--- src/design/eth_pkg.sv ---
// Ethernet loopback shared definitions
package eth_pkg;

    // Widths with a meaning of their own
    typedef logic [7:0]  eth_byte_t;
    typedef logic [15:0] frame_count_t;
    typedef logic [31:0] crc32_t;

    // One byte of the internal frame stream
    typedef struct packed {
        eth_byte_t data;
        logic      last;
        // Only meaningful together with last
        logic      bad;
    } stream_beat_t;

    // GMII framing
    localparam eth_byte_t PREAMBLE_BYTE   = 8'h55;
    localparam eth_byte_t SFD_BYTE        = 8'hD5;
    localparam int        PREAMBLE_LEN    = 7;
    localparam int        MIN_PAYLOAD_LEN = 60;
    localparam int        FCS_LEN         = 4;
    localparam int        IFG_LEN         = 12;

    // Frame buffer
    localparam int FIFO_DEPTH = 2048;
    typedef logic [$clog2(FIFO_DEPTH)-1:0] fifo_addr_t;

    // IEEE 802.3 CRC-32, reflected form
    localparam crc32_t CRC_POLY    = 32'hEDB88320;
    localparam crc32_t CRC_INIT    = 32'hFFFFFFFF;
    // Register value after a frame plus its own FCS has been folded in
    localparam crc32_t CRC_RESIDUE = 32'hDEBB20E3;

    // Fold one byte into the running CRC, LSB first as on the wire
    function automatic crc32_t crc32_next(input crc32_t crc, input eth_byte_t data);
        crc32_t c;
        c = crc ^ crc32_t'(data);
        for (int i = 0; i < 8; i++) begin
            if (c[0]) begin
                c = (c >> 1) ^ CRC_POLY;
            end else begin
                c = c >> 1;
            end
        end
        return c;
    endfunction

endpackage

--- src/design/gmii_rx_stage.sv ---
// GMII receive stage
`timescale 1ns/1ps

module gmii_rx_stage (
    input  wire logic                  clk,
    input  wire logic                  reset,
    input  wire eth_pkg::eth_byte_t    gmii_rxd,
    input  wire logic                  gmii_rx_dv,
    input  wire logic                  gmii_rx_er,
    output logic                       rx_valid,
    output eth_pkg::stream_beat_t      rx_beat,
    output eth_pkg::frame_count_t      rx_good_count,
    output eth_pkg::frame_count_t      rx_bad_count
);

typedef enum logic [1:0] {
    STATE_IDLE,
    STATE_PREAMBLE,
    STATE_DATA
} state_t;

state_t state;

// rx_dv one cycle back, so only a fresh assertion starts a frame
logic dv_q;

eth_pkg::crc32_t crc;
logic            err_seen;

// Last four bytes may turn out to be the FCS, so they are held back
eth_pkg::eth_byte_t fcs_dly [4];
// One more byte so that last can ride on the final data byte
eth_pkg::eth_byte_t held_byte;
// Bytes held so far, saturates at 5
logic [2:0]         fill;

logic emit_mid;
logic emit_end;
logic frame_bad;

assign emit_mid  = (state == STATE_DATA) && gmii_rx_dv && (fill == 3'd5);
assign emit_end  = (state == STATE_DATA) && !gmii_rx_dv && (fill == 3'd5);
assign frame_bad = err_seen || (crc != eth_pkg::CRC_RESIDUE);

// Delay line and output byte
always_ff @(posedge clk) begin
    if ((state == STATE_DATA) && gmii_rx_dv) begin
        fcs_dly[0] <= gmii_rxd;
        fcs_dly[1] <= fcs_dly[0];
        fcs_dly[2] <= fcs_dly[1];
        fcs_dly[3] <= fcs_dly[2];
        held_byte  <= fcs_dly[3];
    end
    if (emit_mid || emit_end) begin
        rx_beat.data <= held_byte;
        rx_beat.last <= emit_end;
        rx_beat.bad  <= emit_end && frame_bad;
    end
end

always_ff @(posedge clk) begin
    if (reset) begin
        state         <= STATE_IDLE;
        dv_q          <= 1'b0;
        fill          <= '0;
        err_seen      <= 1'b0;
        crc           <= eth_pkg::CRC_INIT;
        rx_valid      <= 1'b0;
        rx_good_count <= '0;
        rx_bad_count  <= '0;
    end else begin
        dv_q     <= gmii_rx_dv;
        rx_valid <= emit_mid || emit_end;

        case (state)
            STATE_IDLE: begin
                if (gmii_rx_dv && !dv_q && (gmii_rxd == eth_pkg::PREAMBLE_BYTE)) begin
                    state <= STATE_PREAMBLE;
                end
            end
            STATE_PREAMBLE: begin
                fill     <= '0;
                err_seen <= 1'b0;
                crc      <= eth_pkg::CRC_INIT;
                if (!gmii_rx_dv) begin
                    state <= STATE_IDLE;
                end else if (gmii_rxd == eth_pkg::SFD_BYTE) begin
                    state <= STATE_DATA;
                end else if (gmii_rxd != eth_pkg::PREAMBLE_BYTE) begin
                    // Junk before the SFD, skip the rest of this frame
                    state <= STATE_IDLE;
                end
            end
            STATE_DATA: begin
                if (gmii_rx_dv) begin
                    crc <= eth_pkg::crc32_next(crc, gmii_rxd);
                    if (gmii_rx_er) begin
                        err_seen <= 1'b1;
                    end
                    if (fill != 3'd5) begin
                        fill <= fill + 3'd1;
                    end
                end else begin
                    state <= STATE_IDLE;
                    // Frames without a data byte vanish here without a count
                    if (emit_end && frame_bad) begin
                        rx_bad_count <= rx_bad_count + 1'b1;
                    end else if (emit_end) begin
                        rx_good_count <= rx_good_count + 1'b1;
                    end
                end
            end
            default: begin
                state <= STATE_IDLE;
            end
        endcase
    end
end

// A frame leaves as one unbroken run of beats, closed by last
a_beats_contiguous: assert property (
    @(posedge clk) disable iff (reset) rx_valid && !rx_beat.last |=> rx_valid
);

endmodule

--- config.mk ---
export PLATFORM = sky130hd
export DESIGN_NAME = gmii_rx_stage
export DESIGN_NICKNAME = d
export VERILOG_FILES = /design/src/design/eth_pkg.sv /design/src/design/gmii_rx_stage.sv
export SDC_FILE = /design/constraint.sdc
export NUM_CORES = 1
export LEC_CHECK = 0
export ABC_CLOCK_PERIOD_IN_PS = 4130
export BUFFER_PORTS_ARGS = -buffer_cell sky130_fd_sc_hd__buf_4
export CORE_MARGIN = 5
export CORE_UTILIZATION = 63
export CTS_CLUSTER_DIAMETER = 30
export DETAILED_ROUTE_END_ITERATION = 8
export HOLD_SLACK_MARGIN = 0.05
export PLACE_DENSITY = 0.84
export SETUP_SLACK_MARGIN = 0.15
export SYNTH_ARGS = -nofsm -noshare
export SYNTH_HDL_FRONTEND = slang
export SYNTH_SLANG_ARGS = --single-unit
--- constraint.sdc ---
create_clock -name clk -period 4.13 [get_ports clk]
set_clock_uncertainty 0.05 [all_clocks]
set_input_delay 0.826 -clock clk [delete_from_list [all_inputs] [get_ports clk]]
set_output_delay 0.826 -clock clk [all_outputs]
set_load 0.05 [all_outputs]
; Yosys cells after proc, flatten, opt, wreduce, memory -nomap -nowiden
; Memory sizes are Yosys's and may differ from the RTL's. A register that Yosys moved wholly into a read port is not among the register bits.
; Cells that the tools add are included.
[word_totals]
ram_bits = 32
ff_bits = 82
n_memories = 1
word_cells = 104
[memory_table]
columns = name, words, width, read_ports, rd_clocked_by_memory_dff, wr, line_no
row1 = fcs_dly, 4, 8, 4, 1, 4, gmii_rx_stage.sv:31  ; eth_pkg::eth_byte_t fcs_dly [4];
[op_classes]
n_mux = 45
addsub = 3
n_bitwise = 11
n_reduce_logical = 19
n_eq_ne = 14
[op_table]
columns = cell, count
row1 = 2-to-1 mux 32 bit, 30
row2 = inverter 13 -> 14 bit, 8
row3 = case mux 32 bit (2 select lines), 1
row4 = adder 16 x 1 -> 16 bit (second input constant), 2
row5 = inequality test 32 bit (second input constant), 1
row6 = bitwise XOR 32 x 8 -> 32 bit, 1
row7 = AND reduction 3 bit, 4
row8 = 2-to-1 mux 2 bit, 5
row9 = == test 8 x 7 -> 1 bit (second input constant), 1
row10 = == test 8 bit (second input constant), 1
row11 = inequality test 2 bit (second input constant), 4
row12 = inequality test 8 x 7 -> 1 bit (second input constant), 1
row13 = logical AND 1 bit, 7
row14 = 2-to-1 mux 3 bit, 2
row15 = case mux 2 bit (3 select lines), 1
row16 = case mux 3 bit (2 select lines), 1
row17 = 2-to-1 mux 1 bit, 4
row18 = inequality test 4 bit (second input constant), 1
row19 = AND reduction 4 bit, 1
row20 = adder 3 x 1 -> 3 bit (second input constant), 1
row21 = == test 3 bit (second input constant), 1
row22 = inequality test 3 bit (second input constant), 1
row23 = == test 2 x 1 -> 1 bit (second input constant), 1
row24 = == test 2 bit (second input constant), 1
row25 = 8 further kinds, 11

; Logic depth before layout (Yosys ltp)
; Gate-level depths: netlist of run 1.
[depth]
depth_word = 40
mapped_depth = 9
mapped_depth_nobuf = 8

; Least setup slack after synthesis of run 1
; OpenSTA, ideal clock, no wires.
[synth_timing]
kind = input -> register
from = input gmii_rx_dv
to = register crc[13]
setup_slack_ns = 1.228
t_required_ns = 3.950
setup_ns = 0.130
arrival_ns = 2.721
stages = 6
path_cell_list = nand3b_1 -> clkinv_1 -> buf_1 -> nor2_1 -> nor2_1 -> o21ai_0
[synth_between]
elab_chain_cells = 2
[synth_lines]
columns = element, line_no
row1 = from (decl), gmii_rx_stage.sv:8  ; input wire logic gmii_rx_dv,
row2 = inequality test 2 bit (no source line), n/a
row3 = AND reduction 2 bit (no source line), n/a
row4 = to (signal assigned), gmii_rx_stage.sv:67  ; crc <= eth_pkg::CRC_INIT;
row5 = to (signal assigned), gmii_rx_stage.sv:84  ; crc <= eth_pkg::CRC_INIT;
row6 = to (signal assigned), gmii_rx_stage.sv:96  ; crc <= eth_pkg::crc32_next(crc, gmii_rxd);
row7 = to (decl), gmii_rx_stage.sv:27  ; eth_pkg::crc32_t crc;
; No other way between the ends.
; A chain may end at the register's enable or synchronous reset.

; Worst setup path after layout of run 1
[layout_timing]
from = register fill[0]
to = register rx_good_count[12]
[layout_between]
elab_chain_cells = 5
[layout_lines]
columns = element, line_no
row1 = from (decl), gmii_rx_stage.sv:35  ; logic [2:0] fill;
row2 = from (signal assigned), gmii_rx_stage.sv:101  ; fill <= fill + 3'd1;
row3 = == test 3 bit *, gmii_rx_stage.sv:42  ; assign emit_end = (state == STATE_DATA) && !gmii_rx_dv && (fill == 3'd5);
row4 = logical AND 1 bit *, gmii_rx_stage.sv:42
row5 = named net emit_end, gmii_rx_stage.sv:38  ; logic emit_end;
row6 = logical AND 1 bit, gmii_rx_stage.sv:106  ; if (emit_end && frame_bad) begin
row7 = inverter 1 bit (no source line), n/a
row8 = AND reduction 4 bit (no source line) *, n/a
row9 = to (signal assigned), gmii_rx_stage.sv:109  ; rx_good_count <= rx_good_count + 1'b1;
row10 = to (decl), gmii_rx_stage.sv:12  ; output eth_pkg::frame_count_t rx_good_count,
; Mark *: on every way through the listed nets, which the timed path passes. The rest lies on a longest branch.

==> results of run 1 <==
worst max path at each step:
stage / start / endpoint / slack (ns) / depth (start not counted)
detailed placement: gmii_rx_dv / rx_good_count[12] / 1.20 / 5
floorplan: gmii_rx_dv / crc[13] / 1.23 / 6
CTS: fill[0] / rx_good_count[12] / 1.28 / 6
finish: fill[0] / rx_good_count[12] / 1.19 / 6
global placement: gmii_rxd[5] / crc[22] / 1.34 / 6
global route: fill[0] / rx_good_count[12] / 1.01 / 6
kinds of logic after synthesis:
| family | share of synthesized area |
|---|---|
| mux | 0.00178 |
| flops | 0.524 |
| fa+ha+maj | 0.00891 |
| buf+inv | 0.0321 |
| compound gates | 0.109 |
| simple gates | 0.163 |
| xor+xnor | 0.161 |
metal layers:
layer,part of all wire,GRT usage,vias up
li1,-,-,1952
met1,0.41,0.276,2003
met2,0.51,0.382,157
met3,0.065,0.0664,20
met4,0.016,0.0592,0
met5,0,0,-
metrics by stage:
step	util	cell area (sq um)	hold WS [ns]	worst slack, ns	total power [mW]
after floorplan	-	5620	0.350	1.23	1.42
after global placement	0.695	6060	0.351	1.34	1.46
after detailed placement	0.695	6060	0.355	1.20	1.46
after CTS	0.759	6620	0.367	1.28	2.85
after global routing	0.759	6620	0.380	1.01	2.92
final	0.759	6620	0.366	1.19	2.83
layout make-up:
| cell class | instances | area (sq um) |
|---|---|---|
| fillers | 539 | 2100 |
| clock inverters | 14 | 135 |
| repair buffers | 57 | 428 |
| clock buffers | 18 | 428 |
| well taps | 108 | 135 |
| multi-input cells | 345 | 2490 |
| flip-flops and latches | 122 | 2940 |
| inverters | 15 | 56.3 |
Yosys cell counts, drive strengths merged, types with 2 or more instances:
library cell	count	share of area
and4b	2	0.0036
and3	3	0.0033
xor2	22	0.039
o211ai	4	0.0053
o31ai	13	0.020
edfxtp	50	0.27
or2	7	0.0078
dfxtp	72	0.26
xnor3	12	0.050
or3	14	0.016
or4	13	0.017
nand4	8	0.0089
o41ai	2	0.0031
clkbuf	16	0.012
nand3	10	0.0089
and2	2	0.0022
a21oi	42	0.037
o21bai	8	0.011
nand2	22	0.015
nor2	41	0.027
nor4bb	4	0.0071
nor4b	2	0.0031
and4	2	0.0031
nor4	6	0.0067
buf	6	0.0096
o21ai	23	0.020
nor2b	3	0.0033
nand4b	2	0.0031
ha	4	0.0089
xnor2	39	0.072
o311ai	2	0.0045
nor3	23	0.020
inv	14	0.0094
nand3b	2	0.0027
where the power goes:
| group | switching (mW) | total, mW | internal [mW] |
|---|---|---|---|
| combinational | 0.0920 | 0.191 | 0.0990 |
| sequential | 0.000133 | 1.25 | 1.25 |
| clock | 0.569 | 1.39 | 0.825 |
flip-flops by register name, indices dropped and copies added, names as in the netlist:
| signal | cells |
|---|---|
| fill | 3 |
| rx_beat | 10 |
| fcs_dly | 32 |
| crc | 32 |
| rx_good_count | 16 |
| held_byte | 8 |
| state | 2 |
| rx_valid | 1 |
| rx_bad_count | 16 |
| err_seen | 1 |
| dv_q | 1 |
==> results.txt, run 1 <==
The count of unique library cells instantiated by Yosys came out at 59. The remaining number of nets flagged by the antenna check after routing came out at 0. The floorplan die width is between 100 and 150 microns. The final-stage net count came out at 574. The flow ran to the end, and the final reports show no timing, DRC or antenna violations. The sum of negative setup slack came out at 0 ns. The post-synthesis net count is 520. The hold violation total from the final report is 0.

The routability congestion estimate is around 0.87. The count of placed standard cells including taps is ~650. The detailed router placed slightly above 4000 vias in this run. Row generation in the floorplan step produced 34 rows. Setup repair after global routing left no endpoint under its margin.

Counting instances, the worst hold path has a depth of 0. The number of enable-type register cells in the synthesized netlist came out at 50. The worst IR drop on VDD came out at 372 uV. The number of antenna violations at the first check in global routing is 0. The critical-path cell with the highest stage delay is sky130_fd_sc_hd__or4_1. In the global route stage, overall resource usage came out at 0.224. The synthesis warning total came out at 0. The routed wirelength normalized by instance count is about 18 microns. The register clock-pin slew on the reported worst setup and hold paths is around 0.06 ns. 0 antenna diodes ended up in the layout. The worst setup path is launched from a flop. The highest clock frequency the design can meet is between 300 and 400 MHz. The part of the cycle the worst path needs came out at 0.712. Global routing finished with a remaining overflow of 0. STA puts the critical path data required time at approximately 4.5 ns.

For this run, design rule violations remaining after detail routing come to 0. The final setup violation count is 0. The number of buffers and inverters on the critical path is 0. The source-to-sink clock delay at the later pin of the worst-skew pair is between 0.5 and 0.6 ns. The initial detailed-routing violation count is 389. The netlist area before placement came out at ~0.0056 sq mm. The worst flop-to-flop path endpoint is rx_good_count[12]. Of all nets on the critical path, the largest fanout is 20. In this run the critical register-to-register path is launched from fill[0]. For this run, the slowest stage of the critical path takes just over 0.7 ns. The count of cells resized by post-cts repair is 0.

The largest net degree at the start of global routing is between 70 and 80. The synthesized netlist cell count came out at a little over 500. In this run the vertical extent of the chip is roughly 100 microns. The number of sinks on the clock net came out at between 100 and 150.

The worst setup path is captured at a flop. The critical path is of the flop to flop type. The HPWL after detailed placement came out at between 7000 and 8000 microns. The clock buffer count from CTS came out at 17. The most used flip-flop cell after synthesis is sky130_fd_sc_hd__dfxtp_1. The average footprint of a synthesized cell is about 11 sq um. The count of non-filler cells in the finished layout is 679. The transition time at the pin with the least slew margin came out at 1.04 ns. The overall die area is roughly 0.011 sq mm.

The area of the core is 0.00872 sq mm. The number of cells on the worst reg-to-reg path is 6. The global-route wire length before repair came out at 19700 microns. The min-delay analysis places its worst path in the category flop to flop. After synthesis the netlist holds a flip-flop and latch count of around 120. The number of H-tree levels came out at 4. The number of placed I/O pins came out at 55. The minimum setup slack among reg-to-reg paths came out at 1.19 ns.

The total iterations of the first detailed-routing run is 6. The library cells used most frequently in the layout, excluding fill and tap cells, are 72 x sky130_fd_sc_hd__dfxtp_1, 57 x sky130_fd_sc_hd__buf_4, 50 x sky130_fd_sc_hd__edfxtp_1. For hold timing, the worst endpoint is fcs_dly[1][6]. The worst hold path begins at fcs_dly[0][6].

The clock passes through at most 2 buffers. The share of synthesized registers carrying an async set or reset is 0. The count of maximum capacitance violations came out at 0. The area growth from synthesis to layout is 17.9%. The smallest clock period supported by the final layout is computed as 2.94 ns. The root cell of the clock tree is sky130_fd_sc_hd__clkbuf_8. The count of pins over their slew limit is 0.

The number of global-route vias before repair came out at between 3000 and 4000. The setup fix buffers added after clock tree synthesis is 0. Of the cells placed in the final design, the portion with a size suffix greater than 1 is 0.194.

The kind of cell adding the most delay to the critical path is simple AND/OR/NAND/NOR gates. The initial cell density of the core is 0.644. Hold repair after CTS inserted 0 buffers. Measured against its own limit, the worst slew margin works out to 0.306. The static power due to leakage came out at roughly 2.4 nW. The number of vias per cell after detailed routing is 6.09. TritonCTS built the clock tree. The signal on the critical path passes through ha_1 > nand4b_1 > nor2_1 > nand4_1 > or4_1 > a21oi_1. The total of buffers placed on input and output ports came out at 54.

The proportion of synthesized chip area in sequential cells is 0.524. The worst endpoint data arrival time came out at 3.33 ns. The most common library cell in the layout ignoring fill and taps is sky130_fd_sc_hd__dfxtp_1.

In this run the power density over the cells is 428 mW/mm^2. The final wirelength came out at roughly 12000 microns.
Power figures use the tool's default switching activity.
==> run 2, diff against run 1 <==
--- a/config.mk
+++ b/config.mk
@@ -5,14 +5,14 @@
 export SDC_FILE = /design/constraint.sdc
 export NUM_CORES = 1
 export LEC_CHECK = 0
-export ABC_CLOCK_PERIOD_IN_PS = 4130
+export ABC_CLOCK_PERIOD_IN_PS = 3000
 export BUFFER_PORTS_ARGS = -buffer_cell sky130_fd_sc_hd__buf_4
 export CORE_MARGIN = 5
-export CORE_UTILIZATION = 63
+export CORE_UTILIZATION = 59
 export CTS_CLUSTER_DIAMETER = 30
 export DETAILED_ROUTE_END_ITERATION = 8
 export HOLD_SLACK_MARGIN = 0.05
-export PLACE_DENSITY = 0.84
+export PLACE_DENSITY = 0.8
 export SETUP_SLACK_MARGIN = 0.15
 export SYNTH_ARGS = -nofsm -noshare
 export SYNTH_HDL_FRONTEND = slang
==> constraint.sdc (replaced) <==
create_clock -name clk -period 3 [get_ports clk]
set_clock_uncertainty 0.05 [all_clocks]
set_input_delay 0.6 -clock clk [delete_from_list [all_inputs] [get_ports clk]]
set_output_delay 0.6 -clock clk [all_outputs]
set_load 0.05 [all_outputs]
==> run 2 against run 1 <==
Core utilization fell by 3.4 points. Global-route usage shrank 0.18 points. Power increased by 38%. Worst hold slack got worse by 0.12 ns. Flip-flop and latch count unchanged. Largest power group unchanged. Highest routed layer unchanged. Critical path depth unchanged. Critical endpoint is now rx_bad_count[0]. Die area increased by 6.1%.
==> results.txt, run 2 (synthesis gave the netlist of run 1 again) <==
The most common library cell in the layout ignoring fill and taps was sky130_fd_sc_hd__dfxtp_1 (unchanged). The total overflow reported by the global router is 0 (unchanged). The final critical delay including setup and external delays came out at 2.62 ns (was 2.94 ns). The number of design rule violations left after detail routing is 0 (unchanged).

Unrepaired setup endpoints after global routing: false (unchanged). The sum of negative setup slack was 0 ns (unchanged). The area growth from synthesis to layout came out at 19.3% (was 17.9%).

The number of global-route vias before repair came out at 4075 (was 3938). The fraction of final layout cells sized beyond drive strength 1 was 0.204 (was 0.194). The number of placed I/O pins was 55 (unchanged).

Top library cells by usage in the layout, fill and taps aside: 72 x sky130_fd_sc_hd__dfxtp_1, 65 x sky130_fd_sc_hd__buf_4, 50 x sky130_fd_sc_hd__edfxtp_1 (was 72 x sky130_fd_sc_hd__dfxtp_1, 57 x sky130_fd_sc_hd__buf_4, 50 x sky130_fd_sc_hd__edfxtp_1). Outcome: complete, no violations (unchanged). The worst endpoint data arrival time came out at 2.93 ns (was 3.33 ns).

The source-to-sink clock delay at the later pin of the worst-skew pair came out at 0.51 ns (was 0.52 ns). The category of the worst setup path capture point was a flop (unchanged). The count of pins over their slew limit came out at 0 (unchanged). The total iterations of the first detailed-routing run was 4 (was 6). The largest net degree at the start of global routing came to 72 (unchanged). The CTS tree is done (unchanged).

The worst-case hold slack came out at 0.244 ns (was 0.366 ns). The setup fix buffers added after clock tree synthesis came to 0 (unchanged). The classification of the worst-slack hold path is primary input to flop (was flop to flop). The required time of the worst setup path is 3.32 ns (was 4.52 ns). The number of H-tree levels is 4 (unchanged). The final antenna diode count was 0 (unchanged).

The floorplan die height came out at 108 microns (was 104 microns). The overall die area came out at 0.0116 sq mm (was 0.0109 sq mm). The number of antenna violations at the first check in global routing is 0 (unchanged). The final setup violation count was 0 (unchanged). The maximum number of buffers from clock root to sink is 2 (unchanged). The hold violation total from the final report is 0 (unchanged). The normalized max-slew margin came out at 0.487 (was 0.306). The start-to-end type of the worst setup path is flop to flop (unchanged). The count of standard-cell rows is 35 (was 34). The count of cells resized by post-cts repair is 0 (unchanged). The HPWL after detailed placement is 7910 microns (was 7870 microns). The power density over the cells is 582 mW/mm^2 (was 428 mW/mm^2). The static power due to leakage is 2.50 nW (was 2.45 nW). The part of the cycle the worst path needs is 0.872 (was 0.712). The root cell of the clock tree is sky130_fd_sc_hd__clkbuf_8 (unchanged). The total track usage is 0.222 (was 0.224). The global-route wire length before repair came out at 20100 microns (was 19700 microns).

The register clock-pin slew on the reported worst setup and hold paths came to 0.06 ns (about the same). The number of vias in the routed layout is 4056 (was 4132). The total of buffers placed on input and output ports came out at 54 (unchanged). The top fanout value on the critical path was 21 (was 20).

The remaining number of nets flagged by the antenna check after routing is 0 (unchanged). The number of sinks on the clock net came to 122 (unchanged). The fill cell instance count of the final layout came to 632 (was 539). Biggest registers after layout: crc (32), fcs_dly (32) (unchanged). The area of the core is 0.00924 sq mm (was 0.00872 sq mm). The initial cell density of the core came out at 0.608 (was 0.644). The count of maximum capacitance violations is 0 (unchanged).

The floorplan die width came out at 108 microns (was 104 microns). The clock buffer count from CTS is 17 (unchanged). The final-stage net count came out at 582 (was 574).

The element type at the critical path start is a flop (unchanged). The routability congestion estimate was 0.938 (was 0.871). The final wirelength is 12100 microns (was 12000 microns).

The highest clock frequency the design can meet is 382 MHz (was 340 MHz). The worst IR drop on VDD is 511 uV (was 372 uV). The routed wirelength normalized by instance count is 17.0 microns (was 17.6 microns). The transition time at the pin with the least slew margin was 0.770 ns (was 1.04 ns). The post-cts hold buffer count is 0 (unchanged). The number of vias per cell after detailed routing came out at 5.73 (was 6.09).

The initial detailed-routing violation count was 279 (was 389).
[run 2: power by group]
| part | internal [mW] | switching (mW) | total, mW |
|---|---|---|---|
| sequential | 1.72 | 0.000185 | 1.72 |
| clock | 1.12 | 0.792 | 1.91 |
| combinational | 0.140 | 0.129 | 0.268 |
| total | 2.97 | 0.921 | 3.90 |
[run 2: metal layers]
| layer | wire, microns | global-route usage |
|---|---|---|
| met2 | 6060 | 0.372 |
| met4 | 265 | 0.0938 |
| met1 | 5040 | 0.273 |
| met3 | 700 | 0.0564 |
| met5 | 0 | 0 |
[run 2: critical path, cell delays in order, from the launching register on]
cell and delay (ns):
sky130_fd_sc_hd__dfxtp_1 0.40, sky130_fd_sc_hd__nor4bb_1 0.58, sky130_fd_sc_hd__nand4_1 0.31, sky130_fd_sc_hd__o31ai_4 0.71, sky130_fd_sc_hd__inv_2 0.17, sky130_fd_sc_hd__xnor2_1 0.20, sky130_fd_sc_hd__nor2_1 0.05
[run 2: per-stage QoR]
step	total power [mW]	cell area (sq um)	setup WS, ns	utilization	std cells
6_report	3.90	6700	0.385	0.725	708
5_1_grt	4.02	6700	0.201	0.725	708
4_1_cts	3.92	6700	0.417	0.725	708
3_5_place_dp	2.02	6140	0.404	0.665	676
3_3_place_gp	2.01	6140	0.474	0.665	676
2_1_floorplan	1.96	5620	0.324	-	504
[run 2: cell type report]
class	count	area, sq um	area share
clock buffers	18	418	0.0624
clock inverters	14	136	0.0204
inverters	15	56.3	0.00841
multi-input cells	345	2490	0.373
flip-flops and latches	122	2940	0.439
well taps	129	161	0.0241
repair buffers	65	488	0.0729
[run 2: path summary, 6_finish.rpt]
kind	endpoint	from	slack, ns	cells past startpoint
worst max-delay path	rx_bad_count[0]	crc[30]	0.38	6
worst min-delay path	fcs_dly[0][5]	gmii_rxd[5]	0.24	1
worst max register to register	rx_bad_count[0]	crc[30]	0.38	6
worst min register to register	rx_beat[2]	held_byte[0]	0.36	0
