--- src/design/eth_pkg.sv ---
// Ethernet loopback shared definitions
package eth_pkg;

    // Widths with a meaning of their own
    typedef logic [7:0]  eth_byte_t;
    typedef logic [15:0] frame_count_t;
    typedef logic [31:0] crc32_t;

    // One byte of the internal frame stream
    typedef struct packed {
        eth_byte_t data;
        logic      last;
        // Only meaningful together with last
        logic      bad;
    } stream_beat_t;

    // GMII framing
    localparam eth_byte_t PREAMBLE_BYTE   = 8'h55;
    localparam eth_byte_t SFD_BYTE        = 8'hD5;
    localparam int        PREAMBLE_LEN    = 7;
    localparam int        MIN_PAYLOAD_LEN = 60;
    localparam int        FCS_LEN         = 4;
    localparam int        IFG_LEN         = 12;

    // Frame buffer
    localparam int FIFO_DEPTH = 2048;
    typedef logic [$clog2(FIFO_DEPTH)-1:0] fifo_addr_t;

    // IEEE 802.3 CRC-32, reflected form
    localparam crc32_t CRC_POLY    = 32'hEDB88320;
    localparam crc32_t CRC_INIT    = 32'hFFFFFFFF;
    // Register value after a frame plus its own FCS has been folded in
    localparam crc32_t CRC_RESIDUE = 32'hDEBB20E3;

    // Fold one byte into the running CRC, LSB first as on the wire
    function automatic crc32_t crc32_next(input crc32_t crc, input eth_byte_t data);
        crc32_t c;
        c = crc ^ crc32_t'(data);
        for (int i = 0; i < 8; i++) begin
            if (c[0]) begin
                c = (c >> 1) ^ CRC_POLY;
            end else begin
                c = c >> 1;
            end
        end
        return c;
    endfunction

endpackage

--- src/design/gmii_tx_stage.sv ---
// GMII transmit stage
`timescale 1ns/1ps

module gmii_tx_stage (
    input  wire logic                    clk,
    input  wire logic                    reset,

    // Frame stream from the FIFO
    input  wire logic                    tx_valid,
    output logic                         tx_ready,
    input  wire eth_pkg::stream_beat_t   tx_beat,

    // GMII transmit
    output eth_pkg::eth_byte_t           gmii_txd,
    output logic                         gmii_tx_en,
    output logic                         gmii_tx_er
);

typedef enum logic [2:0] {
    STATE_IDLE,
    STATE_PREAMBLE,
    STATE_DATA,
    STATE_PAD,
    STATE_FCS,
    STATE_IFG
} state_t;

state_t state;

// Position within the current section of the frame
eth_pkg::fifo_addr_t byte_cnt;
eth_pkg::crc32_t     crc;

// tx_en over the last IFG_LEN cycles, for the gap check
logic [eth_pkg::IFG_LEN-1:0] en_hist;

// Beats are taken only while data goes out
assign tx_ready = (state == STATE_DATA);

// No error propagation towards the PHY
assign gmii_tx_er = 1'b0;

always_ff @(posedge clk) begin
    if (reset) begin
        state      <= STATE_IDLE;
        byte_cnt   <= '0;
        crc        <= eth_pkg::CRC_INIT;
        gmii_txd   <= '0;
        gmii_tx_en <= 1'b0;
    end else begin
        case (state)
            STATE_IDLE: begin
                gmii_txd   <= '0;
                gmii_tx_en <= 1'b0;
                if (tx_valid) begin
                    // A whole frame waits in the FIFO, start the preamble
                    gmii_txd   <= eth_pkg::PREAMBLE_BYTE;
                    gmii_tx_en <= 1'b1;
                    byte_cnt   <= eth_pkg::fifo_addr_t'(1);
                    state      <= STATE_PREAMBLE;
                end
            end
            STATE_PREAMBLE: begin
                crc <= eth_pkg::CRC_INIT;
                if (byte_cnt == eth_pkg::fifo_addr_t'(eth_pkg::PREAMBLE_LEN)) begin
                    gmii_txd <= eth_pkg::SFD_BYTE;
                    byte_cnt <= '0;
                    state    <= STATE_DATA;
                end else begin
                    gmii_txd <= eth_pkg::PREAMBLE_BYTE;
                    byte_cnt <= byte_cnt + 1'b1;
                end
            end
            STATE_DATA: begin
                // Frame is stored in full, so valid holds through this state
                if (tx_valid) begin
                    gmii_txd <= tx_beat.data;
                    crc      <= eth_pkg::crc32_next(crc, tx_beat.data);
                    byte_cnt <= byte_cnt + 1'b1;
                    if (tx_beat.last) begin
                        if (byte_cnt < eth_pkg::fifo_addr_t'(eth_pkg::MIN_PAYLOAD_LEN - 1)) begin
                            state <= STATE_PAD;
                        end else begin
                            byte_cnt <= '0;
                            state    <= STATE_FCS;
                        end
                    end
                end
            end
            STATE_PAD: begin
                gmii_txd <= '0;
                crc      <= eth_pkg::crc32_next(crc, eth_pkg::eth_byte_t'(0));
                if (byte_cnt == eth_pkg::fifo_addr_t'(eth_pkg::MIN_PAYLOAD_LEN - 1)) begin
                    byte_cnt <= '0;
                    state    <= STATE_FCS;
                end else begin
                    byte_cnt <= byte_cnt + 1'b1;
                end
            end
            STATE_FCS: begin
                // Complemented CRC, low byte first
                gmii_txd <= ~crc[8*byte_cnt[1:0] +: 8];
                if (byte_cnt == eth_pkg::fifo_addr_t'(eth_pkg::FCS_LEN - 1)) begin
                    byte_cnt <= '0;
                    state    <= STATE_IFG;
                end else begin
                    byte_cnt <= byte_cnt + 1'b1;
                end
            end
            STATE_IFG: begin
                gmii_txd   <= '0;
                gmii_tx_en <= 1'b0;
                if (byte_cnt == eth_pkg::fifo_addr_t'(eth_pkg::IFG_LEN - 1)) begin
                    byte_cnt <= '0;
                    state    <= STATE_IDLE;
                end else begin
                    byte_cnt <= byte_cnt + 1'b1;
                end
            end
            default: begin
                state <= STATE_IDLE;
            end
        endcase
    end
end

always_ff @(posedge clk) begin
    if (reset) begin
        en_hist <= '0;
    end else begin
        en_hist <= {en_hist[eth_pkg::IFG_LEN-2:0], gmii_tx_en};
    end
end

// Each new frame follows at least IFG_LEN idle cycles
a_ifg_kept: assert property (
    @(posedge clk) disable iff (reset) $rose(gmii_tx_en) |-> (en_hist == '0)
);

endmodule

--- config.mk ---
export PLATFORM = sky130hd
export DESIGN_NAME = gmii_tx_stage
export DESIGN_NICKNAME = d
export VERILOG_FILES = /design/src/design/eth_pkg.sv /design/src/design/gmii_tx_stage.sv
export SDC_FILE = /design/constraint.sdc
export NUM_CORES = 1
export LEC_CHECK = 0
export BUFFER_PORTS_ARGS = -buffer_cell sky130_fd_sc_hd__buf_2
export CORE_MARGIN = 2
export CORE_UTILIZATION = 45
export CTS_BUF_LIST = sky130_fd_sc_hd__clkbuf_16
export CTS_CLUSTER_SIZE = 25
export DETAILED_ROUTE_END_ITERATION = 10
export SYNTH_ARGS = -nofsm -noshare
export SYNTH_HDL_FRONTEND = slang
export SYNTH_SLANG_ARGS = --single-unit
--- constraint.sdc ---
create_clock -name clk -period 2.29 [get_ports clk]
set_input_delay 0.1145 -clock clk [delete_from_list [all_inputs] [get_ports clk]]
set_output_delay 0.1145 -clock clk [all_outputs]
set_load 0.02 [all_outputs]
; Word level (Yosys, flattened, before mapping)
; Cells that the tools add are included.
[totals]
inputBits = 13
regBits = 55
word_cells = 129
[op_classes]
n_lt_le_gt_ge = 1
n_reduce_logical = 10
n_mux = 77
shifts = 1
n_eq_ne = 16
add_sub_neg = 1
bitwise = 18
[ops]
columns = operator, count
row1 = 32-bit 2-to-1 mux, 52
row2 = 13-bit inverter with 14-bit output, 16
row3 = 32-bit case mux with 3 select lines, 1
row4 = 11-bit 2-to-1 mux, 8
row5 = 11-bit case mux with 6 select lines, 1
row6 = 8-bit case mux with 5 select lines, 1
row7 = 32-bit by 6-bit indexed part select with 8-bit output, 1
row8 = 32-bit by 8-bit XOR with 32-bit output, 1
row9 = 3-bit 2-to-1 mux, 8
row10 = 3-bit case mux with 6 select lines, 1
row11 = 8-bit 2-to-1 mux, 2
row12 = 2-bit inequality test (second input constant), 6
row13 = 11-bit by 1-bit adder with 11-bit output (second input constant), 1
row14 = 11-bit by 2-bit == test with 1-bit output (second input constant), 1
row15 = 11-bit by 3-bit == test with 1-bit output (second input constant), 1
row16 = 11-bit by 4-bit == test with 1-bit output (second input constant), 1
row17 = 11-bit by 6-bit == test with 1-bit output (second input constant), 1
row18 = 11-bit by 6-bit less-than comparator with 1-bit output (second input constant), 1
row19 = 8-bit inverter, 1
row20 = 7-bit 2-to-1 mux, 1
row21 = 7-bit AND reduction, 1
row22 = 3-bit by 2-bit == test with 1-bit output (second input constant), 2
row23 = 3-bit == test (second input constant), 2
row24 = 6-bit nonzero test, 1
row25 = 11 further kinds, 12

; Longest topological paths before layout
; Gate-level depths: netlist (run 1).
[depth]
word_depth = 40
depth_mapped = 8
depth_no_buf = 8

; Worst setup path before layout (run 1)
; No wires, ideal clock.
[synth_timing]
path_kind = register to register
from = register byte_cnt[7]
to = register byte_cnt[9]
required_ns = 2.151
setup_time_ns = 0.139
stages_incl_launch_ff = 9
arrival_ns = 1.950
setup_slack_ns = 0.201
path_cell_list = dfxtp_1 > buf_2 > or4_1 > nor3_1 > a311oi_1 > nor3_2 > a21oi_4 > a41oi_1 > a311oi_1
[synth_between]
elab_chain_cells = 5
word_cells_on_any_way = 14
classes_between = 1 x add/sub / 1 x order compare / 4 x eq/ne / 8 x mux
[synth_rtl]
columns = item, line_no
row1 = "start, declared", gmii_tx_stage.sv:31  ; eth_pkg::fifo_addr_t byte_cnt;
row2 = "start signal, assigned", gmii_tx_stage.sv:59  ; byte_cnt <= eth_pkg::fifo_addr_t'(1);
row3 = "start signal, assigned", gmii_tx_stage.sv:71  ; byte_cnt <= byte_cnt + 1'b1;
row4 = "start signal, assigned", gmii_tx_stage.sv:79  ; byte_cnt <= byte_cnt + 1'b1;
row5 = 11-bit by 1-bit adder with 11-bit output / 11-bit by 6-bit less-than comparator with 1-bit output (equally long branches), --
row6 = 11-bit 2-to-1 mux, gmii_tx_stage.sv:81  ; if (byte_cnt < eth_pkg::fifo_addr_t'(eth_pkg::MIN_PAYLOAD_LEN - 1)) begin
row7 = 11-bit 2-to-1 mux, gmii_tx_stage.sv:80  ; if (tx_beat.last) begin
row8 = 11-bit 2-to-1 mux, gmii_tx_stage.sv:76  ; if (tx_valid) begin
row9 = 11-bit case mux with 6 select lines *, gmii_tx_stage.sv:51  ; case (state)
; Mark *: on every way between the ends. The rest lies on a longest branch, timed or not. The select of a mux whose other input is x is not followed.
; A chain may end at the register's enable or synchronous reset.

; Worst setup path after layout (run 1)
[layout_timing]
from = register byte_cnt[6]
to = register byte_cnt[9]
; The elaborated chain is that of the path after synthesis.

==> results of run 1 <==
==> worst min path at each step <==
stage                             start  cells past startpoint                  endpoint
6_report                       tx_valid                      4   gmii_tx_en$_SDFFE_PP0P_
5_1_grt                        tx_valid                      4   gmii_tx_en$_SDFFE_PP0P_
4_1_cts                        tx_valid                      4   gmii_tx_en$_SDFFE_PP0P_
3_5_place_dp   gmii_txd[0]$_SDFFE_PP0P_                      2  gmii_txd[0]$_SDFFE_PP0P_
3_3_place_gp   gmii_txd[0]$_SDFFE_PP0P_                      2  gmii_txd[0]$_SDFFE_PP0P_
2_1_floorplan                  tx_valid                      3   gmii_tx_en$_SDFFE_PP0P_
==> power groups by stage <==
stage / clock [mW] / sequential (mW) / combinational, mW
after floorplan: 0 / 1.23 / 2.08
after global placement: 0 / 1.24 / 2.72
after detailed placement: 0 / 1.25 / 2.73
after CTS: 0.767 / 1.22 / 2.75
after global routing: 0.796 / 1.25 / 3.05
final: 0.735 / 1.23 / 2.76
==> final cells by class <==
cell class / count / area (um2)
Clock buffer: 5 / 125
Inverter: 1 / 3.75
Sequential cell: 55 / 1100
Fill cell: 882 / 4470
Clock inverter: 1 / 7.51
Timing Repair Buffer: 60 / 398
Tap cell: 111 / 139
Multi-Input combinational cell: 394 / 2860
==> placed cells by master, fill, tap and decap left out, types with 6 or more instances in the layout <==
cell type   n
nand3_1     9
nand2b_1   26
nor3_1      8
o22ai_1    21
xor2_1     36
nor2_1     51
mux4_2      7
buf_2      21
o21ai_1     7
nand2_1    31
buf_4      39
nor2b_1     6
dfxtp_1    54
a21oi_1    19
o21ai_0    12
xnor2_1    95
==> sequential cells by signal, indices dropped and copies added, names as in the netlist <==
register,count
byte_cnt,11
gmii_tx_en,1
gmii_txd,8
state,3
crc,32
==> cell families after synthesis <==
logic type                 after synthesis  synth area share
AOI/OAI and AO/OA                       90             0.142
xor gates and xnor gates               135             0.298
adders and majority gates                1           0.00302
buffers and inverters                   46            0.0501
DFF                                     55             0.265
muxes                                   10            0.0492
other                                    1          0.000904
and+or+nand+nor                        157             0.192
==> timing repair <==
action                                  CTS  global route
endpoints found under the setup margin    0            10
gates resized for setup                   0             5
hold buffers                              0             0
==> metal layers <==
metal / part of all wire / vias up
met5: 0 / -
met4: 0.0081 / 0
met3: 0.053 / 8
met2: 0.45 / 86
met1: 0.49 / 1671
li1: - / 1721
==> stage by stage <==
stage	worst slack (ps)	cells	cell area, um2	hold WS (ps)
6_report	128	627	4640	320
5_1_grt	9.73	627	4640	366
4_1_cts	23.1	627	4610	304
3_5_place_dp	48.1	621	4480	499
3_3_place_gp	63.6	621	4480	482
2_1_floorplan	201	495	4150	411
==> worst max-delay path, cell delays in order, from the launching register on <==
cell and delay (ps):
dfxtp_2 340, or4_4 550, a211o_4 350, a21boi_2 160, nor3_2 80, a21oi_4 220, a41oi_1 140, a311oi_1 210
==> summary.txt, run 1 <==
Synth
  – Synth top area share: 0.265
  – Syn_nets: 509
  – Post-synthesis register bit count: 55
  – Ys async rst share: 0
  – Top FF cell, synth: dfxtp_1
  – Most frequent cell after synthesis: xnor2_1
  – Post-Syn Instances: 495
  – EDFF count, synth: 0
  – Commonest cells in the synthesized netlist: xnor2_1 (95), dfxtp_1 (55), nor2_1 (51)
  – Synth warn: 0
  – Synthesized cell area: 4150 um2
  – Synth area leaders: dfxtp_1 (27%), xnor2_1 (20%), xor2_1 (7.6%)
  – Syn Area/Cell: 8.38 um2
  – Number of library cell types mapped by synthesis: 56
  – Seq/Total Area, Yosys: 0.265
  – Synth area leader: dfxtp_1

Clocking
  – CTS tree: done
  – H-tree depth: 2
  – Clk buf depth: 2
  – Cts bufs inserted: 5
  – Post-CTS Setup Bufs: 0
  – Worst-path clk slew: 70 ps
  – Clock Sinks: 55
  – Skew-Pair Late Insertion Delay: 290 ps
  – Root Buffer: clkbuf_16

Critical path
  – Crit path launch: byte_cnt[6]$_SDFFE_PP0P_
  – FF-to-FF End: byte_cnt[9]$_SDFFE_PP0P_
  – Worst setup EP type: flip-flop
  – WP data required: 2480 ps
  – Worst Setup EP: byte_cnt[9]$_SDFFE_PP0P_
  – Worst R2R Setup Slack: 130 ps
  – CP startpoint kind: flip-flop
  – Crit Path Class: flip-flop to flip-flop
  – Reg2Reg Depth: 7
  – R2R Path Start: byte_cnt[6]$_SDFFE_PP0P_
  – CP Max Fanout: 7
  – CP arrival: 2360 ps

Routing
  – DRT iter0 DRCs: 144
  – Avg Vias per Cell: 5.56
  – WL/cell: 16.9 um
  – DR vias: 3486
  – # DRC: 0
  – Pre-antenna DRT Iters: 5
  – WL final: 10600 um
  – Final ANT Viol Nets: 0

Timing
  – Max Clk Rate: 0.463 GHz
  – Fin. Hold Viols: 0
  – Final Max Tran Viols: 0
  – Rel. slew slack: 0.625
  – RSZ-0062 raised after global routing: no
  – Tmin final: 2160 ps
  – Period utilisation layout: 0.944
  – Measured slew at the worst slew-check pin: 561 ps
  – TNS Setup: 0 ps
  – Setup Skew: 11.1 ps
  – Final setup fails: 0

Die
  – Core area: 9110 um2
  – Die area: 10000 um2
  – Row Count: 35
  – Chip width: 100 um
  – Starting density of the core: 0.455
  – IO Pins: 24
  – Die height: 100 um

Placed design
  – Number of port buffers: 21
  – Final HPWL DP: 7790 um
  – RePlAce Congestion: 0.884

Cells and area
  – Layout cells sized above 1: 0.172
  – Ant. Diodes: 0
  – Synthesis-to-finish area growth: 11.8%
  – Number of nets in the layout: 531
  – Final core occ: 0.509

Power and ir drop
  – Sequential power share: 0.260
  – Sw Pwr: 2.01 mW
  – Lkg Pwr: 1.63 nW
  – Max IR drop VDD: 0.000418 V
  – Clock share of power: 0.156
  – Overall Power: 4.72 mW
  – Combinational share of power: 0.584
  – Pwr per Cell Area: 1020 nW/um2
  – Int Power: 2.71 mW
  – Switching Share: 0.426

Run
  – Max cap viols: 0

Global routing
  – Vias in the first global route: 3377
  – Met1 usage: 0.328
  – Largest net degree at the start of global routing: 36
  – First-pass GRT wire length: 17800 um
  – Grt ovf: 0
  – Met3 global-route usage: 0.0306
  – Met2 Use GR: 0.359
  – Total track usage: 0.224
  – Initial antenna violation count: 0
  – Gr busiest metal: met2

Min path
  – Hold Path Class: input pin to flip-flop

Run status
  – Status: finished clean
Note: power is estimated with default switching activity, not from simulation.
==> run 2: changes to the inputs <==
--- a/config.mk
+++ b/config.mk
@@ -9,7 +9,7 @@
 export CORE_MARGIN = 2
 export CORE_UTILIZATION = 45
 export CTS_BUF_LIST = sky130_fd_sc_hd__clkbuf_16
-export CTS_CLUSTER_SIZE = 25
+export CTS_CLUSTER_SIZE = 10
 export DETAILED_ROUTE_END_ITERATION = 10
 export SYNTH_ARGS = -nofsm -noshare
 export SYNTH_HDL_FRONTEND = slang
==> constraint.sdc (replaced) <==
create_clock -name clk -period 2.08 [get_ports clk]
set_input_delay 0.104 -clock clk [delete_from_list [all_inputs] [get_ports clk]]
set_output_delay 0.104 -clock clk [all_outputs]
set_load 0.02 [all_outputs]
==> run 2 against run 1 <==
Against the previous run:
- sequential cell count unchanged
- critical path depth stayed put
- sequential share of layout area is 0.84 points lower
- first-iteration DRC count up 17%
- critical endpoint is now byte_cnt[7]$_SDFFE_PP0P_
- largest cell class unchanged
==> summary.txt, run 2 (same netlist as run 1, synthesis figures left out) <==
Cells and area
  – Largest regs: crc x32, byte_cnt x11, gmii_txd x8 (unchanged)
  – Layout cells sized above 1: 0.205 (was 0.172)
  – Most common cell after layout, fill and taps aside: xnor2_1 (unchanged)
  – Max reg flops: 32 (unchanged)
  – Number of nets in the layout: 546 (was 531)
  – Ant. Diodes: 0 (unchanged)
  – Fillers: 876 (was 882)
  – Most frequent cells in the layout: xnor2_1 (94), buf_4 (54), dfxtp_1 (53) (was xnor2_1 (95), dfxtp_1 (54), nor2_1 (51))
  – Largest register by flop count: crc (unchanged)
  – Synthesis-to-finish area growth: 16.0% (was 11.8%)
  – Design area: 4810 um2 (was 4640 um2)
  – Non-filler cells, final: 644 (was 627)

Timing
  – Setup Skew: 10.1 ps (was 11.1 ps)
  – Max Clk Rate: 0.489 GHz (was 0.463 GHz)
  – Final Max Tran Viols: 0 (unchanged)
  – Final setup fails: 0 (unchanged)
  – Final worst slack: 35.6 ps (was 128 ps)
  – Fin. Hold Viols: 0 (unchanged)
  – Period utilisation layout: 0.983 (was 0.944)
  – RSZ-0062 raised after global routing: yes (was no)
  – TNS Setup: 0 ps (unchanged)
  – Tmin final: 2040 ps (was 2160 ps)

Routing
  – WL final: 11000 um (was 10600 um)
  – Uppermost routed layer: met4 (unchanged)
  – # DRC: 0 (unchanged)
  – Routed wl met2: 5020 um (was 4730 um)
  – DR vias: 3581 (was 3486)
  – M1 wire length: 5140 um (was 5200 um)
  – WL/cell: 17.1 um (was 16.9 um)
  – Final ANT Viol Nets: 0 (unchanged)
  – DRT iter0 DRCs: 168 (was 144)
  – Avg Vias per Cell: 5.56 (about the same)
  – Pre-antenna DRT Iters: 4 (was 5)
  – WL met3: 686 um (was 566 um)

Clocking
  – H-tree depth: 2 (unchanged)
  – Hold_buf cts: 0 (unchanged)
  – Worst-path clk slew: 70 ps (about the same)
  – CTS tree: done (unchanged)
  – Cts bufs inserted: 5 (unchanged)
  – Clk buf depth: 2 (unchanged)
  – Clock Sinks: 55 (unchanged)
  – Skew-Pair Late Insertion Delay: 290 ps (about the same)
  – Root Buffer: clkbuf_16 (unchanged)

Power and ir drop
  – Switching Share: 0.415 (was 0.426)
  – Pwr per Cell Area: 1130 nW/um2 (was 1020 nW/um2)
  – Clock share of power: 0.175 (was 0.156)
  – Sequential power share: 0.248 (was 0.260)
  – Int Power: 3.17 mW (was 2.71 mW)
  – Sw Pwr: 2.25 mW (was 2.01 mW)
  – Overall Power: 5.43 mW (was 4.72 mW)
  – Combinational share of power: 0.577 (was 0.584)
  – Max IR drop VDD: 0.000630 V (was 0.000418 V)
  – Lkg Pwr: 1.73 nW (was 1.63 nW)

Die
  – Die height: 100 um (unchanged)
  – Chip width: 100 um (unchanged)
  – Die area: 10000 um2 (unchanged)
  – Core area: 9110 um2 (unchanged)
  – Starting density of the core: 0.455 (unchanged)
  – Row Count: 35 (unchanged)
  – IO Pins: 24 (unchanged)

Critical path
  – CP startpoint kind: flip-flop (unchanged)
  – Critical-path cell list: or4_4 > a211o_1 > a21boi_2 > nor3_4 > a21oi_4 > a21oi_1 > a311oi_1 (was or4_4 > a211o_4 > a21boi_2 > nor3_2 > a21oi_4 > a41oi_1 > a311oi_1)
  – WP data required: 2290 ps (was 2480 ps)
  – FF-to-FF End: byte_cnt[7]$_SDFFE_PP0P_ (was byte_cnt[9]$_SDFFE_PP0P_)
  – CP Max Fanout: 7 (unchanged)
  – Worst R2R Setup Slack: 40 ps (was 130 ps)
  – Crit-path slowest cell: or4_4 (unchanged)
  – Crit Path Class: flip-flop to flip-flop (unchanged)
  – Worst path max stage delay: 530 ps (was 550 ps)
  – Reg2Reg Depth: 7 (unchanged)
  – CP arrival: 2250 ps (was 2360 ps)
  – Worst setup EP type: flip-flop (unchanged)
  – R2R Path Start: byte_cnt[6]$_SDFFE_PP0P_ (unchanged)
  – Crit path launch: byte_cnt[6]$_SDFFE_PP0P_ (unchanged)

Global routing
  – Total track usage: 0.230 (was 0.224)
  – Initial antenna violation count: 0 (unchanged)
  – Largest net degree at the start of global routing: 35 (was 36)
  – Grt ovf: 0 (unchanged)
  – Vias in the first global route: 3441 (was 3377)
  – First-pass GRT wire length: 18100 um (was 17800 um)

Placed design
  – Number of port buffers: 21 (unchanged)
  – RePlAce Congestion: 0.874 (was 0.884)
  – Placed inst area: 4590 um2 (was 4480 um2)
  – Final HPWL DP: 8060 um (was 7790 um)
  – Pre-CTS setup slack: -41.3 ps (was 48.1 ps)
  – Placed cells: 634 (was 621)

Run
  – Max cap viols: 0 (unchanged)

Min path
  – Hold Path Class: input pin to flip-flop (unchanged)
  – Min-Delay Endpoint: byte_cnt[1]$_SDFFE_PP0P_ (was gmii_tx_en$_SDFFE_PP0P_)
  – Hold depth: 2 (was 4)
  – Hold path startpoint: reset (was tx_valid)

Run status
  – Status: finished clean (unchanged)
-- run 2: worst max-delay path by stage --
stage | to | slack (ps)
floorplan | state[1]$_SDFFE_PP0P_ | 10
global placement | byte_cnt[6]$_SDFFE_PP0P_ | -20
detailed placement | byte_cnt[5]$_SDFFE_PP0P_ | -40
CTS | byte_cnt[9]$_SDFFE_PP0P_ | -20
global route | state[1]$_SDFFE_PP0P_ | -100
finish | byte_cnt[7]$_SDFFE_PP0P_ | 40
-- run 2: final cells by class --
cell class,instances,area [um2],area share
inverter,1,3.75,0.000780
multi-input combinational,394,2890,0.601
clock buffer,5,125,0.0260
tap,111,139,0.0288
clock inverter,3,38.8,0.00806
sequential,55,1100,0.229
timing repair buffer,75,510,0.106
-- run 2: worst max-delay path, delay by kind of cell, from the launching register on --
| family | cells | cell delay (ps) |
|---|---|---|
| AO/OA/AOI/OAI | 5 | 1020 |
| AND/OR/NAND/NOR | 2 | 610 |
| flip-flops | 1 | 320 |
-- run 2: through the flow --
step / util / hold WS [ps]
after floorplan: - / 400
after detailed placement: 0.503 / 501
final: 0.529 / 277
after global routing: 0.529 / 331
after CTS: 0.523 / 286
after global placement: 0.503 / 483
-- run 2: per-layer routing --
layer / global-route usage / vias to the layer above
met5: 0 / -
met2: 0.367 / 107
li1: - / 1764
met3: 0.0418 / 16
met1: 0.322 / 1694
met4: 0.0590 / 0
-- run 2: power groups by stage --
stage                     combinational [mW]  sequential [mW]  clock [mW]
after CTS                               3.07             1.35       0.972
after floorplan                         2.29             1.35           0
after detailed placement                3.03             1.37           0
final                                   3.13             1.35       0.948
after global routing                    3.40             1.37        1.01
after global placement                  3.01             1.37           0
-- run 2: what timing repair did --
item	4_1_cts	5_1_grt
hold endpoints to repair	0	0
endpoints found under the setup margin	6	15
gates resized for setup	2	8
pin swaps	0	7
setup buffers	0	2
==> run 3: changes to the inputs <==
--- a/config.mk
+++ b/config.mk
@@ -11,6 +11,7 @@
 export CTS_BUF_LIST = sky130_fd_sc_hd__clkbuf_16
 export CTS_CLUSTER_SIZE = 10
 export DETAILED_ROUTE_END_ITERATION = 10
+export SLEW_MARGIN = 20
 export SYNTH_ARGS = -nofsm -noshare
 export SYNTH_HDL_FRONTEND = slang
 export SYNTH_SLANG_ARGS = --single-unit
==> constraint.sdc (replaced) <==
create_clock -name clk -period 2.2 [get_ports clk]
set_input_delay 0.11 -clock clk [delete_from_list [all_inputs] [get_ports clk]]
set_output_delay 0.11 -clock clk [all_outputs]
set_load 0.02 [all_outputs]
==> run 3 against run 2 <==
Against the previous run:
- first-iteration DRC count increased by 12%
- critical endpoint unchanged
- non-clock buffer count shrank 8
- register-to-register slack better by 90 ps
- largest cell class unchanged
==> summary.txt, run 3 (same netlist as run 1, synthesis figures left out) <==
Clocking
  – Clk buf depth: 2 (unchanged)
  – Skew-Pair Late Insertion Delay: 300 ps (was 290 ps)
  – H-tree depth: 2 (unchanged)
  – Clock Sinks: 55 (unchanged)
  – CTS tree: done (unchanged)
  – Root Buffer: clkbuf_16 (unchanged)
  – Worst-path clk slew: 70 ps (about the same)
  – Hold_buf cts: 0 (unchanged)
  – Cts bufs inserted: 5 (unchanged)

Critical path
  – Crit Path Class: flip-flop to flip-flop (unchanged)
  – Worst setup EP type: flip-flop (unchanged)
  – CP startpoint kind: flip-flop (unchanged)
  – CP top delay family: compound AO/OA/AOI/OAI gates (unchanged)
  – Buf/Inv on CP: 0 (unchanged)
  – CP Max Fanout: 7 (unchanged)
  – R2R Path Start: byte_cnt[6]$_SDFFE_PP0P_ (unchanged)
  – Crit-path slowest cell: or4_4 (unchanged)
  – Reg2Reg Depth: 7 (unchanged)
  – Worst R2R Setup Slack: 130 ps (was 40 ps)
  – FF-to-FF End: byte_cnt[7]$_SDFFE_PP0P_ (unchanged)
  – Levels on crit path: 7 (unchanged)
  – Worst path max stage delay: 540 ps (was 530 ps)
  – WP data required: 2400 ps (was 2290 ps)
  – Critical-path cell list: or4_4 > a211o_1 > a21boi_2 > nor3_2 > a21oi_4 > a21oi_1 > a311oi_1 (was or4_4 > a211o_1 > a21boi_2 > nor3_4 > a21oi_4 > a21oi_1 > a311oi_1)
  – CP arrival: 2270 ps (was 2250 ps)

Cells and area
  – Ant. Diodes: 0 (unchanged)
  – Fillers: 870 (was 876)
  – Synthesis-to-finish area growth: 13.4% (was 16.0%)
  – Largest register by flop count: crc (unchanged)
  – Final core occ: 0.516 (was 0.529)
  – Most common cell after layout, fill and taps aside: xnor2_1 (unchanged)
  – Design area: 4700 um2 (was 4810 um2)
  – Non-filler cells, final: 636 (was 644)
  – Most frequent cells in the layout: xnor2_1 (95), dfxtp_1 (55), nor2_1 (51) (was xnor2_1 (94), buf_4 (54), dfxtp_1 (53))
  – Largest regs: crc x32, byte_cnt x11, gmii_txd x8 (unchanged)
  – Layout cells sized above 1: 0.183 (was 0.205)
  – Number of nets in the layout: 538 (was 546)
  – Max reg flops: 32 (unchanged)

Routing
  – DRT iter0 DRCs: 188 (was 168)
  – Final ANT Viol Nets: 0 (unchanged)
  – Avg Vias per Cell: 5.62 (was 5.56)
  – WL/cell: 17.3 um (was 17.1 um)
  – DR vias: 3576 (was 3581)
  – # DRC: 0 (unchanged)
  – WL final: 11000 um (about the same)
  – Pre-antenna DRT Iters: 4 (unchanged)

Die
  – Chip width: 100 um (unchanged)
  – Row Count: 35 (unchanged)
  – Core area: 9110 um2 (unchanged)
  – Die area: 10000 um2 (unchanged)
  – Starting density of the core: 0.455 (unchanged)
  – Die height: 100 um (unchanged)
  – IO Pins: 24 (unchanged)

Power and ir drop
  – Lkg Pwr: 1.67 nW (was 1.73 nW)
  – Clock share of power: 0.159 (was 0.175)
  – Int Power: 2.84 mW (was 3.17 mW)
  – Switching Share: 0.429 (was 0.415)
  – Pwr per Cell Area: 1060 nW/um2 (was 1130 nW/um2)
  – Overall Power: 4.97 mW (was 5.43 mW)
  – Combinational share of power: 0.582 (was 0.577)
  – Sw Pwr: 2.13 mW (was 2.25 mW)
  – Sequential power share: 0.259 (was 0.248)
  – Max IR drop VDD: 0.000398 V (was 0.000630 V)

Global routing
  – Gr busiest metal: met2 (unchanged)
  – Grt ovf: 0 (unchanged)
  – First-pass GRT wire length: 18200 um (was 18100 um)
  – Vias in the first global route: 3438 (was 3441)
  – Met2 Use GR: 0.352 (was 0.367)
  – Met1 usage: 0.338 (was 0.322)
  – Met3 global-route usage: 0.0334 (was 0.0418)
  – Largest net degree at the start of global routing: 33 (was 35)
  – Total track usage: 0.231 (was 0.230)
  – Initial antenna violation count: 1 (was 0)

Timing
  – Final setup fails: 0 (unchanged)
  – Period utilisation layout: 0.941 (was 0.983)
  – Tmin final: 2070 ps (was 2040 ps)
  – Fin. Hold Viols: 0 (unchanged)
  – Worst hold slack: 309 ps (was 277 ps)
  – Setup Skew: 8.43 ps (was 10.1 ps)
  – Final Max Tran Viols: 0 (unchanged)
  – Final worst slack: 130 ps (was 35.6 ps)
  – Measured slew at the worst slew-check pin: 555 ps
  – Max Clk Rate: 0.483 GHz (was 0.489 GHz)
  – TNS Setup: 0 ps (unchanged)
  – RSZ-0062 raised after global routing: no (was yes)
  – Rel. slew slack: 0.628

Run status
  – Status: finished clean (unchanged)

Placed design
  – Placed inst area: 4530 um2 (was 4590 um2)
  – Pre-CTS setup slack: -55.8 ps (was -41.3 ps)
  – RePlAce Congestion: 0.913 (was 0.874)
  – Number of port buffers: 21 (unchanged)
  – Final HPWL DP: 8200 um (was 8060 um)
  – Placed cells: 627 (was 634)

Min path
  – Hold path startpoint: reset (unchanged)
  – Min-Delay Endpoint: gmii_txd[7]$_SDFFE_PP0P_ (was byte_cnt[1]$_SDFFE_PP0P_)
  – Hold depth: 2 (unchanged)
  – Hold Path Class: input pin to flip-flop (unchanged)

Run
  – Max cap viols: 0 (unchanged)
-- run 3: cell count changes in the layout (fill, tap and decap cells not counted), sizes merged --
cell	before	now
buf	75	67
bufinv	1	0
clkinvlp	0	1
-- run 3: area by class of cell --
| class | count | area [um2] | area share |
|---|---|---|---|
| inverters | 1 | 3.75 | 0.000798 |
| repair buffers | 67 | 450 | 0.0958 |
| clock buffers | 5 | 125 | 0.0266 |
| multi-input cells | 394 | 2870 | 0.610 |
| flip-flops and latches | 55 | 1100 | 0.234 |
| well taps | 111 | 139 | 0.0295 |
| clock inverters | 3 | 15.0 | 0.00319 |
-- run 3: worst max-delay path by stage --
stage	startpoint	end	slack, ps
after global placement	byte_cnt[6]$_SDFFE_PP0P_	byte_cnt[10]$_SDFFE_PP0P_	20
after floorplan	byte_cnt[7]$_SDFFE_PP0P_	byte_cnt[9]$_SDFFE_PP0P_	110
after CTS	byte_cnt[1]$_SDFFE_PP0P_	byte_cnt[6]$_SDFFE_PP0P_	10
after detailed placement	byte_cnt[6]$_SDFFE_PP0P_	byte_cnt[10]$_SDFFE_PP0P_	-60
after global routing	byte_cnt[6]$_SDFFE_PP0P_	byte_cnt[7]$_SDFFE_PP0P_	10
final	byte_cnt[6]$_SDFFE_PP0P_	byte_cnt[7]$_SDFFE_PP0P_	130
-- run 3: timing repair --
item	4_1_cts	5_1_grt
setup endpoints to repair	8	14
gates resized for setup	1	4
buffers inserted	0	1
pin swaps	1	5
-- run 3: power by group through the flow --
| stage | Clock [mW] | Combinational, mW | Sequential [mW] |
|---|---|---|---|
| after CTS | 0.815 | 2.86 | 1.28 |
| after global placement | 0 | 2.82 | 1.30 |
| after floorplan | 0 | 2.17 | 1.28 |
| after detailed placement | 0 | 2.84 | 1.31 |
| after global routing | 0.851 | 3.18 | 1.31 |
| final | 0.788 | 2.89 | 1.29 |
-- run 3: routing by layer --
layer  wire length (um)  part of all wire
met2               4940              0.45
met3                621             0.056
met1               5240              0.48
met5                 10           0.00091
met4                200             0.018
